===== src/logic/buffbypass_cfg_pkg.sv =====
package buffbypass_cfg_pkg;

        // Number of transceiver lanes served by one controller
        localparam int C_NUM_CHANNELS = 4;

        // Lane whose sync-done and phase-align-done decide the outcome of the procedure
        // Must be below C_NUM_CHANNELS
        localparam int C_MASTER_CHANNEL = 1;

        // Depth of the flop chain that brings transceiver status into the controller clock
        // Five stages leave margin for the slow phase alignment outputs
        localparam int C_SYNC_STAGES = 5;

endpackage


===== src/logic/buffbypass_types_pkg.sv =====
package buffbypass_types_pkg;

        // Controls driven toward one transceiver lane
        // In auto mode only syncmode, syncallin, syncin and dlysreset ever carry information
        typedef struct packed {
                logic phdlyreset;
                logic phalign;
                logic phalignen;
                logic phdlypd;
                logic phinit;
                logic phovrden;
                logic dlybypass;
                logic dlyen;
                logic dlyovrden;
                logic phdlytstclk;
                logic dlyhold;
                logic dlyupdown;
                logic syncmode;
                logic syncallin;
                logic syncin;
                logic dlysreset;
        } tx_lane_ctrl_t;

        // Status returned by one transceiver lane, asynchronous to the controller clock
        typedef struct packed {
                logic phaligndone;
                logic syncdone;
                logic syncout;
        } tx_lane_stat_t;

        // Result of the bypass procedure as seen by the user
        // error is only meaningful while done is high
        typedef struct packed {
                logic done;
                logic error;
        } buffbypass_status_t;

endpackage


===== src/logic/bit_synchronizer.sv =====
`timescale 1ns/1ps

module bit_synchronizer import buffbypass_cfg_pkg::*; #(
        parameter int P_STAGES = C_SYNC_STAGES
) (
        input  logic clk,
        input  logic i,
        output logic o
);

        // The chain powers up cleared and shifts one stage per edge
        logic [P_STAGES-1:0] sync_q = '0;

        always_ff @(posedge clk) begin
                if (P_STAGES > 1) begin
                        sync_q <= {sync_q[P_STAGES-2:0], i};
                end else begin
                        sync_q[0] <= i;
                end
        end

        // Oldest stage drives the output, so o follows i after P_STAGES edges
        assign o = sync_q[P_STAGES-1];

endmodule


===== src/logic/buffbypass_start_detect.sv =====
`timescale 1ns/1ps

module buffbypass_start_detect (
        input  logic gtwiz_buffbypass_tx_clk_in,
        input  logic gtwiz_buffbypass_tx_reset_in,
        input  logic resetdone,
        input  logic start_user,
        output logic start
);

        logic resetdone_sync;
        logic resetdone_q;

        // Reset-done falls immediately and rises two cycles late
        reset_inv_synchronizer u_resetdone_sync (
                .clk      (gtwiz_buffbypass_tx_clk_in),
                .rst      (resetdone),
                .rst_sync (resetdone_sync)
        );

        // Previous value of the synchronized level, for edge detection
        always_ff @(posedge gtwiz_buffbypass_tx_clk_in) begin
                if (gtwiz_buffbypass_tx_reset_in) begin
                        resetdone_q <= 1'b0;
                end else begin
                        resetdone_q <= resetdone_sync;
                end
        end

        // A fresh reset-done or a user request both start the procedure
        // The strobe from the user is passed through without a register
        assign start = (resetdone_sync & ~resetdone_q) | start_user;

endmodule


===== src/logic/buffbypass_tx_sequencer.sv =====
`timescale 1ns/1ps

module buffbypass_tx_sequencer import buffbypass_cfg_pkg::*, buffbypass_types_pkg::*; #(
        parameter int P_TOTAL_NUMBER_OF_CHANNELS = C_NUM_CHANNELS,
        parameter int P_MASTER_CHANNEL_POINTER   = C_MASTER_CHANNEL,
        parameter int P_STAGES                   = C_SYNC_STAGES
) (
        input  logic               gtwiz_buffbypass_tx_clk_in,
        input  logic               gtwiz_buffbypass_tx_reset_in,
        input  logic               start,
        input  tx_lane_stat_t      lane_stat [P_TOTAL_NUMBER_OF_CHANNELS],
        output tx_lane_ctrl_t      lane_ctrl [P_TOTAL_NUMBER_OF_CHANNELS],
        output buffbypass_status_t status
);

        typedef enum logic [1:0] {
                ST_IDLE          = 2'd0,
                ST_DEASSERT_SRST = 2'd1,
                ST_WAIT_SYNCDONE = 2'd2,
                ST_DONE          = 2'd3
        } bypass_state_t;

        bypass_state_t      state_q;
        logic               dlysreset_q;
        buffbypass_status_t status_q;

        logic               master_syncdone_sync;
        logic               master_syncdone_q;
        logic               master_syncdone_rise;
        logic               master_phaligndone_sync;
        logic               all_phaligndone;

        // Master lane status enters the controller clock through separate chains
        bit_synchronizer #(
                .P_STAGES (P_STAGES)
        ) u_syncdone_sync (
                .clk (gtwiz_buffbypass_tx_clk_in),
                .i   (lane_stat[P_MASTER_CHANNEL_POINTER].syncdone),
                .o   (master_syncdone_sync)
        );

        bit_synchronizer #(
                .P_STAGES (P_STAGES)
        ) u_phaligndone_sync (
                .clk (gtwiz_buffbypass_tx_clk_in),
                .i   (lane_stat[P_MASTER_CHANNEL_POINTER].phaligndone),
                .o   (master_phaligndone_sync)
        );

        always_ff @(posedge gtwiz_buffbypass_tx_clk_in) begin
                if (gtwiz_buffbypass_tx_reset_in) begin
                        master_syncdone_q <= 1'b0;
                end else begin
                        master_syncdone_q <= master_syncdone_sync;
                end
        end

        // Only a rising edge counts, a level left over from the last run must not end the wait
        assign master_syncdone_rise = master_syncdone_sync & ~master_syncdone_q;

        always_ff @(posedge gtwiz_buffbypass_tx_clk_in) begin
                if (gtwiz_buffbypass_tx_reset_in) begin
                        state_q     <= ST_IDLE;
                        dlysreset_q <= 1'b0;
                        status_q    <= '0;
                end else begin
                        case (state_q)
                        ST_IDLE: begin
                                // Start pulses seen in any other state are dropped
                                if (start) begin
                                        dlysreset_q <= 1'b1;
                                        status_q    <= '0;
                                        state_q     <= ST_DEASSERT_SRST;
                                end
                        end
                        ST_DEASSERT_SRST: begin
                                dlysreset_q <= 1'b0;
                                state_q     <= ST_WAIT_SYNCDONE;
                        end
                        ST_WAIT_SYNCDONE: begin
                                if (master_syncdone_rise) begin
                                        state_q <= ST_DONE;
                                end
                        end
                        ST_DONE: begin
                                // Alignment that finished without phase-align-done is a failure
                                status_q.done  <= 1'b1;
                                status_q.error <= ~master_phaligndone_sync;
                                state_q        <= ST_IDLE;
                        end
                        default: begin
                                state_q <= ST_IDLE;
                        end
                        endcase
                end
        end

        assign status = status_q;

        // All lanes must report phase alignment before any of them may finish sync
        always_comb begin
                all_phaligndone = 1'b1;
                for (int li = 0; li < P_TOTAL_NUMBER_OF_CHANNELS; li++) begin
                        all_phaligndone &= lane_stat[li].phaligndone;
                end
        end

        for (genvar gi = 0; gi < P_TOTAL_NUMBER_OF_CHANNELS; gi++) begin : g_lane
                always_comb begin
                        // Every manual-mode control is tied low in auto mode
                        lane_ctrl[gi]           = '0;
                        lane_ctrl[gi].syncmode  = (gi == P_MASTER_CHANNEL_POINTER);
                        lane_ctrl[gi].syncallin = all_phaligndone;
                        lane_ctrl[gi].dlysreset = dlysreset_q;
                        // A single lane has no master to follow
                        if (P_TOTAL_NUMBER_OF_CHANNELS > 1) begin
                                lane_ctrl[gi].syncin = lane_stat[P_MASTER_CHANNEL_POINTER].syncout;
                        end
                end
        end

endmodule


===== src/logic/buffbypass_tx_top.sv =====
`timescale 1ns/1ps

module buffbypass_tx_top import buffbypass_cfg_pkg::*, buffbypass_types_pkg::*; #(
        parameter int P_TOTAL_NUMBER_OF_CHANNELS = C_NUM_CHANNELS,
        parameter int P_MASTER_CHANNEL_POINTER   = C_MASTER_CHANNEL,
        parameter int P_STAGES                   = C_SYNC_STAGES
) (
        input  logic               gtwiz_buffbypass_tx_clk_in,
        input  logic               gtwiz_buffbypass_tx_reset_in,
        input  logic               resetdone,
        input  logic               start_user,
        input  tx_lane_stat_t      lane_stat [P_TOTAL_NUMBER_OF_CHANNELS],
        output tx_lane_ctrl_t      lane_ctrl [P_TOTAL_NUMBER_OF_CHANNELS],
        output buffbypass_status_t status
);

        // One-cycle request from the start detector to the state machine
        logic start;

        buffbypass_start_detect u_start_detect (
                .gtwiz_buffbypass_tx_clk_in   (gtwiz_buffbypass_tx_clk_in),
                .gtwiz_buffbypass_tx_reset_in (gtwiz_buffbypass_tx_reset_in),
                .resetdone                    (resetdone),
                .start_user                   (start_user),
                .start                        (start)
        );

        buffbypass_tx_sequencer #(
                .P_TOTAL_NUMBER_OF_CHANNELS (P_TOTAL_NUMBER_OF_CHANNELS),
                .P_MASTER_CHANNEL_POINTER   (P_MASTER_CHANNEL_POINTER),
                .P_STAGES                   (P_STAGES)
        ) u_sequencer (
                .gtwiz_buffbypass_tx_clk_in   (gtwiz_buffbypass_tx_clk_in),
                .gtwiz_buffbypass_tx_reset_in (gtwiz_buffbypass_tx_reset_in),
                .start                        (start),
                .lane_stat                    (lane_stat),
                .lane_ctrl                    (lane_ctrl),
                .status                       (status)
        );

endmodule


===== src/logic/reset_inv_synchronizer.sv =====
`timescale 1ns/1ps

module reset_inv_synchronizer (
        input  logic clk,
        input  logic rst,
        output logic rst_sync
);

        logic [1:0] chain_q;

        // A low level on rst clears the chain at once
        // A high level walks in through both flops before it is seen
        always_ff @(posedge clk or negedge rst) begin
                if (!rst) begin
                        chain_q <= 2'b00;
                end else begin
                        chain_q <= {chain_q[0], 1'b1};
                end
        end

        assign rst_sync = chain_q[1];

endmodule


===== config.mk =====
export PLATFORM = sky130hd
export DESIGN_NAME = buffbypass_tx_top
export DESIGN_NICKNAME = d
export VERILOG_FILES = /design/src/logic/buffbypass_cfg_pkg.sv /design/src/logic/buffbypass_types_pkg.sv /design/src/logic/bit_synchronizer.sv /design/src/logic/buffbypass_start_detect.sv /design/src/logic/buffbypass_tx_sequencer.sv /design/src/logic/buffbypass_tx_top.sv /design/src/logic/reset_inv_synchronizer.sv
export SDC_FILE = /design/constraint.sdc
export NUM_CORES = 1
export LEC_CHECK = 0
export BUFFER_PORTS_ARGS = -buffer_cell sky130_fd_sc_hd__buf_4
export CAP_MARGIN = 20
export CORE_ASPECT_RATIO = 2
export CORE_MARGIN = 2
export CORE_UTILIZATION = 23
export DETAILED_ROUTE_END_ITERATION = 6
export PLACE_DENSITY = 0.5
export SKIP_CTS_REPAIR_TIMING = 1
export SLEW_MARGIN = 5
export SYNTH_ARGS = -nofsm -noshare
export SYNTH_HDL_FRONTEND = slang
export SYNTH_SLANG_ARGS = --single-unit

===== constraint.sdc =====
create_clock -name gtwiz_buffbypass_tx_clk_in -period 1.47 [get_ports gtwiz_buffbypass_tx_clk_in]
set_clock_uncertainty 0.15 [all_clocks]
set_input_delay 0.441 -clock gtwiz_buffbypass_tx_clk_in [delete_from_list [all_inputs] [get_ports gtwiz_buffbypass_tx_clk_in]]
set_output_delay 0.441 -clock gtwiz_buffbypass_tx_clk_in [all_outputs]
set_load 0.01 [all_outputs]

==> results of run 1 <==
layer usage:
layer	vias up	share of wire, %	global-route usage (%)
met1	278	30	4.74
met4	0	1.4	3.39
met3	5	13	2.59
li1	289	-	-
met2	45	56	9.58
met5	-	0	0
kinds of logic after synthesis:
logic type	synth area share (%)
buf+inv	43.0
flops	33.9
other cells	0.652
fa+ha+maj	5.43
mux	0.869
compound gates	6.51
simple gates	9.66
flip-flops by register name, indices dropped and copies added, names as in the netlist:
name and flops:
u_sequencer.u_phaligndone_sync.sync_q 5, u_sequencer.dlysreset_q 1, u_sequencer.master_syncdone_q 1, u_start_detect.resetdone_q 1, u_sequencer.state_q 2, u_sequencer.status 2, u_sequencer.u_syncdone_sync.sync_q 5, u_start_detect.u_resetdone_sync.chain_q 2
final cells by class:
| cell class | instances | area [um2] |
|---|---|---|
| fill | 534 | 3680 |
| multi-input combinational | 84 | 473 |
| sequential | 19 | 393 |
| timing repair buffer | 24 | 190 |
| tap | 57 | 71.3 |
| clock buffer | 3 | 41.3 |
| inverter | 4 | 15.0 |
| clock inverter | 1 | 5.00 |
cell usage in the layout, fill, tap and decap left out:
master,count
a21oi_1,1
a221oi_1,1
a221oi_2,1
a22o_4,1
a32o_1,1
and2b_1,1
and4_4,1
buf_4,21
buf_6,2
clkbuf_8,3
clkinv_2,1
conb_1,53
dfrtp_1,2
dfxtp_1,15
dfxtp_2,2
dlygate4sd3_1,1
ha_1,4
ha_4,1
inv_1,3
inv_2,1
mux2i_1,1
nand2_1,4
nand2b_1,3
nand2b_4,1
nor2_1,2
nor2b_1,3
nor2b_4,1
nor3b_1,1
o21ai_0,1
o21ai_1,1
o32ai_1,1
worst max-delay path, delay by kind of cell:
kind	cells	cell delay, ns
buf+inv	2	0.20
simple gates	1	0.24
how the worst max path moves through the flow:
stage	to	slack [ns]	cells past startpoint
3_3_place_gp	lane_ctrl[50]	-0.04	3
2_1_floorplan	u_sequencer.state_q[0]	0.01	5
3_5_place_dp	lane_ctrl[18]	-0.05	3
4_1_cts	lane_ctrl[50]	-0.05	3
6_report	lane_ctrl[18]	0.002	3
5_1_grt	lane_ctrl[2]	-0.02	3
metrics by stage:
| step | setup WS [ns] | util (%) | instances | area [um2] |
|---|---|---|---|---|
| 6_report | 0.00160 | 24.4 | 192 | 1190 |
| 4_1_cts | -0.0504 | 23.8 | 191 | 1160 |
| 2_1_floorplan | 0.0140 | - | 171 | 1350 |
| 5_1_grt | -0.0155 | 24.4 | 192 | 1190 |
| 3_5_place_dp | -0.0475 | 22.8 | 187 | 1110 |
| 3_3_place_gp | -0.0368 | 22.8 | 187 | 1110 |
power by group:
| group | leakage (uW) | switching [uW] | internal, uW |
|---|---|---|---|
| registers | 0.000166 | 36.4 | 583 |
| logic | 0.000415 | 317 | 323 |
| clock network | 0.0000255 | 172 | 188 |
==> impl_summary.log, run 1 <==
INFO  metric post_synth_most_frequent_cells = buf_4, dfxtp_1, ha_1
INFO  metric critPathKind = primary input to output port
INFO  metric worst_skew_pair.late_latency = about 0.25 ns
INFO  metric detail_route.drc_violations = 0
INFO  metric synth.most_common_cell = buf_4
INFO  metric synth_async_sr_flop_share = approximately a tenth
INFO  metric grt_antenna_before_repair = 0
INFO  metric synth.area.top_cells = buf_4, dfxtp_1, ha_1
INFO  metric timing.hold.worst.start = lane_stat[7]
INFO  metric synth_top_cell_by_area = buf_4
INFO  metric p_leak = between 0.0006 and 0.0007 uW
INFO  metric ys_warn_count = 0
INFO  metric post_cts_clock_slew_at_the_launch_and_capture_registers_of_the_worst_setup_and_hold_paths = 0.07 ns
INFO  metric reg2reg_from = u_sequencer.state_q[1]
INFO  metric final_cycle_utilization_of_the_critical_path = roughly 100%
INFO  metric critical_path.startpoint_type = primary input
INFO  metric synth-seq-cells = 19
INFO  metric grt_overflow = 0
INFO  metric data_required_time_of_the_worst_path = 0.88 ns
INFO  metric seq_area_frac_synth = between 30 and 40%
INFO  metric synth_enable_flop_cells = 0
INFO  metric via_count = just over 600
INFO  metric timing.critical_path.cells = buf_4 > and4_4 > buf_4
INFO  metric core.rowCount = 36
INFO  metric clock_tree.root_cell = clkbuf_8
INFO  metric post_synth.cell_area_avg = around 9.6 um2
INFO  metric num_antenna_cells = 0
INFO  metric outcome = finished clean
INFO  metric rsz0062_at_grt = yes
INFO  metric clock_path_buffers = 2
INFO  metric detailedRoute.firstPassIterationCount = 4
INFO  metric hpwlAfterDp = approximately 1200 um
INFO  metric cp-startpoint = lane_stat[5]
INFO  metric r2r-end = u_sequencer.state_q[0]
INFO  metric chipHeight = 104 um
INFO  metric cpPeakStageDelay = between 0.2 and 0.25 ns
INFO  metric setup_total_negative_slack = 0 ns
INFO  metric syn_inst_count = 120
INFO  metric worst_path_max_delay_cell = and4_4
INFO  metric grt_max_degree = 12
INFO  metric h-tree-depth = 1
INFO  metric critical_path.most_common_cell = buf_4
INFO  metric fin_worst_hold_slack = approximately 0.14 ns
INFO  metric capture_endpoint_of_the_worst_hold_path = u_sequencer.u_syncdone_sync.sync_q[0]
INFO  metric critPathMaxFanout = 4
INFO  metric ys_dominant_reg_cell = dfxtp_1
INFO  metric timing.hold.worst_path_depth = 1
INFO  metric drt_iter0_markers = 6
INFO  metric synth.lib_cells_used.distinct = 23
INFO  metric cts_sink_count = 19
INFO  metric design.core.area = between 0.004 and 0.005 mm2
INFO  metric reg2reg_depth = 5
INFO  metric total_power = 1620 uW
INFO  metric top_level_ports = just over 80
INFO  metric post_drt_via_cell_ratio = 3.21
INFO  metric mappedNetlistArea = between 0.001 and 0.0015 mm2
INFO  metric fmaxAchievable = between 0.6 and 0.7 GHz
INFO  metric finalHoldViolations = 0
INFO  metric report.final.slew_viol_count = 0
INFO  metric timing.critical_path.to_type = output port
INFO  metric layout.nets = between 150 and 200
INFO  metric die_w = roughly 54 um
INFO  metric critical_path_arrival = 0.88 ns
INFO  metric r2r_setup_slack = approximately 0.07 ns
INFO  metric min_clock_period_post_route = between 1 and 1.5 ns
INFO  metric cts_tree = yes
INFO  metric area_delta_synth_final = 3.15%
INFO  metric drt-total-wl = ~1500 um
INFO  metric dieArea = 0.00563 mm2
INFO  metric grt_use_total = under 10%
INFO  metric grt_first_pass_wirelength = approximately 2200 um
INFO  metric wl_per_cell = between 7 and 8 um
INFO  metric worst_ir_drop_vdd = ~0.6 mV
INFO  metric grt_pass1_vias = ~530
INFO  metric gp_congestion = between 0.6 and 0.7
INFO  metric setup_viol_count_final = 0
INFO  metric initial_utilization = between 20% and 30%
INFO  metric drt.antenna.violating_nets = 0
INFO  metric power_density = about 1400 mW/mm2
INFO  metric netlist.area_leader.share = a little over two fifths
INFO  metric cts-buffers-inserted = 3
INFO  metric worst_hold_path_type = primary input to register
INFO  metric io_buffer_count = 18
INFO  metric drive_gt1_share = a little over a quarter
INFO  metric maxCapViolCount = 0
Power figures use the tool's default switching activity.
==> run 2: changes to the inputs <==
SYNTH_HIERARCHICAL = 1   (was unset)
==> impl_summary.log, run 2 <==
INFO  metric layout.nets = 156 (-0.64%)
INFO  metric ys_dominant_reg_cell = dfxtp_1
INFO  metric drt-total-wl = 1270 um (-14%)
INFO  metric area_delta_synth_final = 1.65%
INFO  metric grt_overflow = 0 (unchanged)
INFO  metric seq_area_frac_synth = 34.3% (+0.41 points)
INFO  metric timing.hold.worst_path_depth = 1 (unchanged)
INFO  metric complex_gate_fraction_of_the_synthesized_area = 4.95% (-1.6 points)
INFO  metric main_combinational_cell_family_by_area_after_synthesis = buffers and inverters
INFO  metric detailedRoute.firstPassIterationCount = 4 (unchanged)
INFO  metric setup_viol_count_final = 0 (unchanged)
INFO  metric drt_iter0_markers = 11 (+5)
INFO  metric syn_inst_count = 120 (unchanged)
INFO  metric data_required_time_of_the_worst_path = 0.88 ns (about the same)
INFO  metric rsz0062_at_grt = yes
INFO  metric critPathKind = primary input to output port
INFO  metric synth_mux_area_share = 2.20% (+1.3 points)
INFO  metric cts_tree = yes
INFO  metric synthXorXnorAreaFrac = 0% (unchanged)
INFO  metric gp_congestion = 0.651 (+3.1%)
INFO  metric synthSimpleGateAreaFrac = 7.80% (-1.9 points)
INFO  metric grt_antenna_before_repair = 0 (unchanged)
INFO  metric reg2reg_from = u_sequencer/state_q[0]
INFO  metric drt.antenna.violating_nets = 0 (unchanged)
INFO  metric synth.area.top_cells = buf_4, dfxtp_1, ha_1
INFO  metric post_drt_via_cell_ratio = 3.04 (-5.5%)
INFO  metric grt_pass1_vias = 453 (-14%)
INFO  metric ys_warn_count = 6 (+6)
INFO  metric cp-startpoint = lane_stat[11]
INFO  metric p_leak = 0.000597 uW (-1.5%)
INFO  metric critPathMaxFanout = 4 (unchanged)
INFO  metric wl_per_cell = 6.67 um (-13%)
INFO  metric post_synth_most_frequent_cells = buf_4, dfxtp_1, ha_1
INFO  metric reg2reg_depth = 4 (-1)
INFO  metric h-tree-depth = 1 (unchanged)
INFO  metric grt_first_pass_wirelength = 1770 um (-20%)
INFO  metric power_density = 1350 mW/mm2 (-0.84%)
INFO  metric critical_path.most_common_cell = buf_4
INFO  metric clock_path_buffers = 2 (unchanged)
INFO  metric design.core.area = 0.00482 mm2 (-0.93%)
INFO  metric multiInputGateArea = 449 um2 (-5.0%)
INFO  metric via_count = 577 (-6.5%)
INFO  metric worst_hold_path_type = primary input to register
INFO  metric layout.cells.most_common = conb_1
INFO  metric synth.lib_cells_used.distinct = 23 (unchanged)
INFO  metric dieArea = 0.00556 mm2 (-1.1%)
INFO  metric synth_enable_flop_cells = 0 (unchanged)
INFO  metric synth_top_cell_by_area = buf_4
INFO  metric critical_path_arrival = 0.87 ns (about the same)
INFO  metric core.rowCount = 36 (unchanged)
INFO  metric synth_adder_area_share = 6.59% (+1.2 points)
INFO  metric io_buffer_count = 18 (unchanged)
INFO  metric post_cts_clock_slew_at_the_launch_and_capture_registers_of_the_worst_setup_and_hold_paths = 0.07 ns (about the same)
INFO  metric worst_ir_drop_vdd = 0.580 mV (-1.7%)
INFO  metric synth-seq-cells = 19 (unchanged)
INFO  metric synth.most_common_cell = buf_4
INFO  metric r2r-end = u_sequencer/dlysreset_q
INFO  metric drive_gt1_share = 25.6% (-1.1 points)
INFO  metric critical_path.startpoint_type = primary input
INFO  metric detail_route.drc_violations = 0 (unchanged)
INFO  metric min_clock_period_post_route = 1.46 ns (-0.00450 ns)
INFO  metric r2r_setup_slack = 0.09 ns (+0.02 ns)
INFO  metric report.final.slew_viol_count = 0 (unchanged)
INFO  metric maxCapViolCount = 0 (unchanged)
INFO  metric final_cycle_utilization_of_the_critical_path = 99.6% (-0.31 points)
INFO  metric post_synth.cell_area_avg = 9.49 um2 (-1.2%)
INFO  metric num_antenna_cells = 0 (unchanged)
INFO  metric number_of_instances_in_the_placed_design = 185 (-1.1%)
INFO  metric setup_total_negative_slack = 0 ns (unchanged)
INFO  metric timing.critical_path.to_type = output port
INFO  metric mostFrequentLayoutCells = conb_1, buf_4, dfxtp_1, ha_1, nand2b_1
INFO  metric grt_use_total = 4.32% (-1.2 points)
INFO  metric chipHeight = 104 um (-0.58%)
INFO  metric timing.critical_path.cells = buf_4 > and4_4 > buf_4
INFO  metric pre_cts_ws = -0.0425 ns (+0.00495 ns)
INFO  metric stdcell_count = 190 (-1.0%)
INFO  metric netlist.area_leader.share = 42.2% (+0.50 points)
INFO  metric worst_skew_pair.late_latency = 0.25 ns (about the same)
INFO  metric hpwlAfterDp = 1010 um (-14%)
INFO  metric clock_tree.root_cell = clkbuf_8
INFO  metric worst_path_max_delay_cell = and4_4
INFO  metric fmaxAchievable = 0.683 GHz (+0.31%)
INFO  metric biggestRegsByFlops = u_sequencer/u_phaligndone_sync/sync_q: 5 flops, u_sequencer/u_syncdone_sync/sync_q: 5 flops
INFO  metric outcome = finished clean
INFO  metric layout_filler_cell_count = 504 (-5.6%)
INFO  metric cpPeakStageDelay = 0.23 ns (about the same)
INFO  metric cts_sink_count = 19 (unchanged)
INFO  metric area.sequential = 390 um2 (-0.64%)
INFO  metric mappedNetlistArea = 0.00114 mm2 (-1.2%)
INFO  metric grt_max_degree = 13 (+1)
INFO  metric top_level_ports = 82 (unchanged)
INFO  metric capture_endpoint_of_the_worst_hold_path = u_sequencer/u_syncdone_sync/sync_q[0]
INFO  metric fin_worst_hold_slack = 0.134 ns (-0.00304 ns)
INFO  metric postLayoutSetupSlackWorst = 0.00611 ns (+0.00450 ns)
INFO  metric synth_async_sr_flop_share = 10.5% (unchanged)
INFO  metric finalHoldViolations = 0 (unchanged)
INFO  metric total_power = 1560 uW (-3.4%)
INFO  metric initial_utilization = 23.6% (-0.064 points)
INFO  metric die_w = 53.8 um (-0.56%)
INFO  metric timing.hold.worst.start = lane_stat[7]
INFO  metric cts-buffers-inserted = 3 (unchanged)
## run 2: changes by cell type in the layout (fill, tap and decap cells not counted), moves of 2 or more
cell and change:
dfxtp_2 -2, a21oi_1 +2, nand2_1 -3, buf_4 -2, dfxtp_1 +2
## run 2: worst max-delay path by stage
stage,to,slack [ns],depth (start not counted)
2_1_floorplan,u_sequencer/dlysreset_q,0.03,4
3_3_place_gp,lane_ctrl[2],-0.04,3
3_5_place_dp,lane_ctrl[34],-0.04,3
4_1_cts,lane_ctrl[34],-0.05,3
5_1_grt,lane_ctrl[34],-0.02,3
6_report,lane_ctrl[34],0.006,3
## run 2: area by class of cell
cell class | count | area share (%)
well taps | 57 | 6.16
flip-flops and latches | 19 | 33.7
clock buffers | 3 | 3.57
clock inverters | 1 | 0.649
repair buffers | 23 | 16.1
multi-input cells | 84 | 38.8
inverters | 3 | 0.973
## run 2: worst max-delay path, delay by kind of cell
| family | cells | cell delay (ns) |
|---|---|---|
| buf+inv | 2 | 0.20 |
| simple gates | 1 | 0.23 |
## run 2: routing by layer
layer | routed length (um) | track usage, % | vias to the layer above
met5 | 0 | 0 | -
met3 | 183 | 2.31 | 4
met1 | 431 | 3.77 | 250
li1 | - | - | 280
met4 | 18 | 2.56 | 0
met2 | 634 | 7.23 | 43
## run 2: cells by family after synthesis
logic type | after synthesis
compound gates | 8
fa+ha+maj | 6
mux | 2
flops | 19
other cells | 3
simple gates | 15
buf+inv | 67
## run 2: per-stage QoR
| stage | area [um2] | util (%) |
|---|---|---|
| after floorplan | 1330 | - |
| after global placement | 1080 | 22.5 |
| after detailed placement | 1080 | 22.5 |
| after CTS | 1130 | 23.5 |
| after global routing | 1160 | 24.0 |
| final | 1160 | 24.0 |
## run 2: report_power, final
part	total (uW)	switching, uW	internal [uW]	leakage [uW]
Combinational	583	302	280	0.000410
Sequential	611	34.4	577	0.000165
Clock	370	179	191	0.0000217
Total	1560	516	1050	0.000597
==> run 3: changes to the inputs <==
CORE_MARGIN = 3   (was 2)
==> impl_summary.log, run 3 (same netlist as run 2, synthesis figures left out) <==
INFO  metric outcome = finished clean
INFO  metric die_w = 55.8 um (+3.7%)
INFO  metric detail_route.drc_violations = 0 (unchanged)
INFO  metric fmaxAchievable = 0.683 GHz (about the same)
INFO  metric core.rowCount = 35 (-2.8%)
INFO  metric post_cts_clock_slew_at_the_launch_and_capture_registers_of_the_worst_setup_and_hold_paths = 0.07 ns (about the same)
INFO  metric hpwlAfterDp = 1180 um (+16%)
INFO  metric grt_use_total = 4.36% (+0.044 points)
INFO  metric clock_tree.root_cell = clkbuf_8
INFO  metric design.core.area = 0.00469 mm2 (-2.8%)
INFO  metric post-route-util = 24.6% (+0.55 points)
INFO  metric cts_tree = yes
INFO  metric area_delta_synth_final = 1.10%
INFO  metric layout.nets = 155 (-0.64%)
INFO  metric num_antenna_cells = 0 (unchanged)
INFO  metric timing.critical_path.cells = buf_6 > and4_4 > buf_4
INFO  metric cpPeakStageDelay = 0.24 ns (about the same)
INFO  metric io_buffer_count = 18 (unchanged)
INFO  metric h-tree-depth = 1 (unchanged)
INFO  metric top_level_ports = 82 (unchanged)
INFO  metric setup_total_negative_slack = 0 ns (unchanged)
INFO  metric drive_gt1_share = 24.2% (-1.3 points)
INFO  metric dieArea = 0.00588 mm2 (+5.7%)
INFO  metric cp_top_family = simple AND/OR/NAND/NOR gates
INFO  metric clock_path_buffers = 2 (unchanged)
INFO  metric grt_max_degree = 13 (unchanged)
INFO  metric finalHoldViolations = 0 (unchanged)
INFO  metric mostFrequentLayoutCells = conb_1, buf_4, dfxtp_1, ha_1
INFO  metric report.final.slew_viol_count = 0 (unchanged)
INFO  metric grt_overflow = 0 (unchanged)
INFO  metric grt_pass1_vias = 455 (+0.44%)
INFO  metric final_cycle_utilization_of_the_critical_path = 99.6% (about the same)
INFO  metric post_drt_via_cell_ratio = 3.13 (+3.0%)
INFO  metric rsz0062_at_grt = yes
INFO  metric drt_iter0_markers = 4 (-7)
INFO  metric cts-buffers-inserted = 3 (unchanged)
INFO  metric worst_path_max_delay_cell = and4_4
INFO  metric critPathMaxFanout = 4 (unchanged)
INFO  metric critical_path_arrival = 0.87 ns (about the same)
INFO  metric worst_hold_path_type = primary input to register
INFO  metric stdcell_count = 187 (-1.6%)
INFO  metric maxCapViolCount = 0 (unchanged)
INFO  metric timing.critical_path.to_type = output port
INFO  metric grt_first_pass_wirelength = 1930 um (+8.6%)
INFO  metric finish.instance_area = 0.00115 mm2 (-0.54%)
INFO  metric route.met3.wl = 218 um (+19%)
INFO  metric gp_congestion = 0.758 (+16%)
INFO  metric p_leak = 0.000595 uW (-0.49%)
INFO  metric worst_ir_drop_vdd = 0.499 mV (-14%)
INFO  metric power_density = 1350 mW/mm2 (about the same)
INFO  metric data_required_time_of_the_worst_path = 0.88 ns (about the same)
INFO  metric min_clock_period_post_route = 1.46 ns (-0.000465 ns)
INFO  metric layout.cells.most_common = conb_1
INFO  metric chipHeight = 106 um (+1.9%)
INFO  metric initial_utilization = 24.3% (+0.67 points)
INFO  metric worst_skew_pair.late_latency = 0.25 ns (about the same)
INFO  metric via_count = 585 (+1.4%)
INFO  metric area_after_dpl = 0.00107 mm2 (-0.92%)
INFO  metric cp.buffers_inverters = 2 (unchanged)
INFO  metric detailedRoute.firstPassIterationCount = 2 (-2)
INFO  metric maxUsedRoutingLayer = met4
INFO  metric critical_path.startpoint_type = primary input
INFO  metric cts_sink_count = 19 (unchanged)
INFO  metric drt.antenna.violating_nets = 0 (unchanged)
INFO  metric wl_per_cell = 7.58 um (+14%)
INFO  metric number_of_instances_in_the_placed_design = 182 (-1.6%)
INFO  metric setup_viol_count_final = 0 (unchanged)
INFO  metric drt-total-wl = 1420 um (+12%)
INFO  metric drt-met1-wl = 399 um (-7.4%)
INFO  metric wl_met2 = 761 um (+20%)
INFO  metric biggestRegsByFlops = u_sequencer/u_phaligndone_sync/sync_q: 5 flops, u_sequencer/u_syncdone_sync/sync_q: 5 flops
INFO  metric critPathKind = primary input to output port
INFO  metric grt_antenna_before_repair = 0 (unchanged)
[run 3: changes by cell type in the layout (fill, tap and decap cells not counted)]
cell / change
inv_1: +1
inv_2: -1
buf_4: -2
buf_6: +1
[run 3: final cells by class]
class	instances	area (um2)
clock inverters	1	7.51
well taps	55	68.8
repair buffers	22	183
inverters	3	11.3
flip-flops and latches	19	390
multi-input cells	84	449
fillers	495	3530
clock buffers	3	41.3
[run 3: worst paths after layout]
kind | from | endpoint | slack (ns) | cells after the start
worst max-delay path | lane_stat[2] | lane_ctrl[18] | 0.007 | 3
max in group asynchronous | resetdone | u_start_detect/u_resetdone_sync/chain_q[1] | 0.73 | 2
worst min-delay path | lane_stat[7] | u_sequencer/u_syncdone_sync/sync_q[0] | 0.14 | 1
min in group asynchronous | resetdone | u_start_detect/u_resetdone_sync/chain_q[0] | 0.36 | 2
worst max register to register | u_sequencer/state_q[1] | u_sequencer/dlysreset_q | 0.09 | 4
worst min register to register | u_sequencer/u_phaligndone_sync/sync_q[2] | u_sequencer/u_phaligndone_sync/sync_q[3] | 0.18 | 0
[run 3: stage by stage]
step / worst slack [ns] / total power (uW) / hold slack (ns)
floorplan: 0.0320 / 1160 / -0.00459
global placement: -0.0551 / 1200 / 0.0755
detailed placement: -0.0619 / 1200 / 0.0763
CTS: -0.0619 / 1580 / -0.208
global route: -0.0118 / 1670 / 0.126
finish: 0.00657 / 1560 / 0.138
[run 3: metal layers]
metal	vias up	global-route usage (%)
met5	-	0
met4	0	3.65
met3	5	2.08
met2	43	7.97
met1	260	3.22
li1	277	-
[run 3: power breakdown]
| group | leakage (uW) | internal, uW | total (uW) | switching [uW] |
|---|---|---|---|---|
| combinational | 0.000407 | 279 | 584 | 305 |
| sequential | 0.000165 | 577 | 609 | 32.1 |
| clock | 0.0000217 | 191 | 364 | 173 |
[run 3: worst register-to-register path, cell delays in order (launching register included)]
cell      delay [ns]
dfxtp_1         0.31
inv_1           0.11
ha_2            0.22
mux2_4          0.32
a211oi_2        0.20
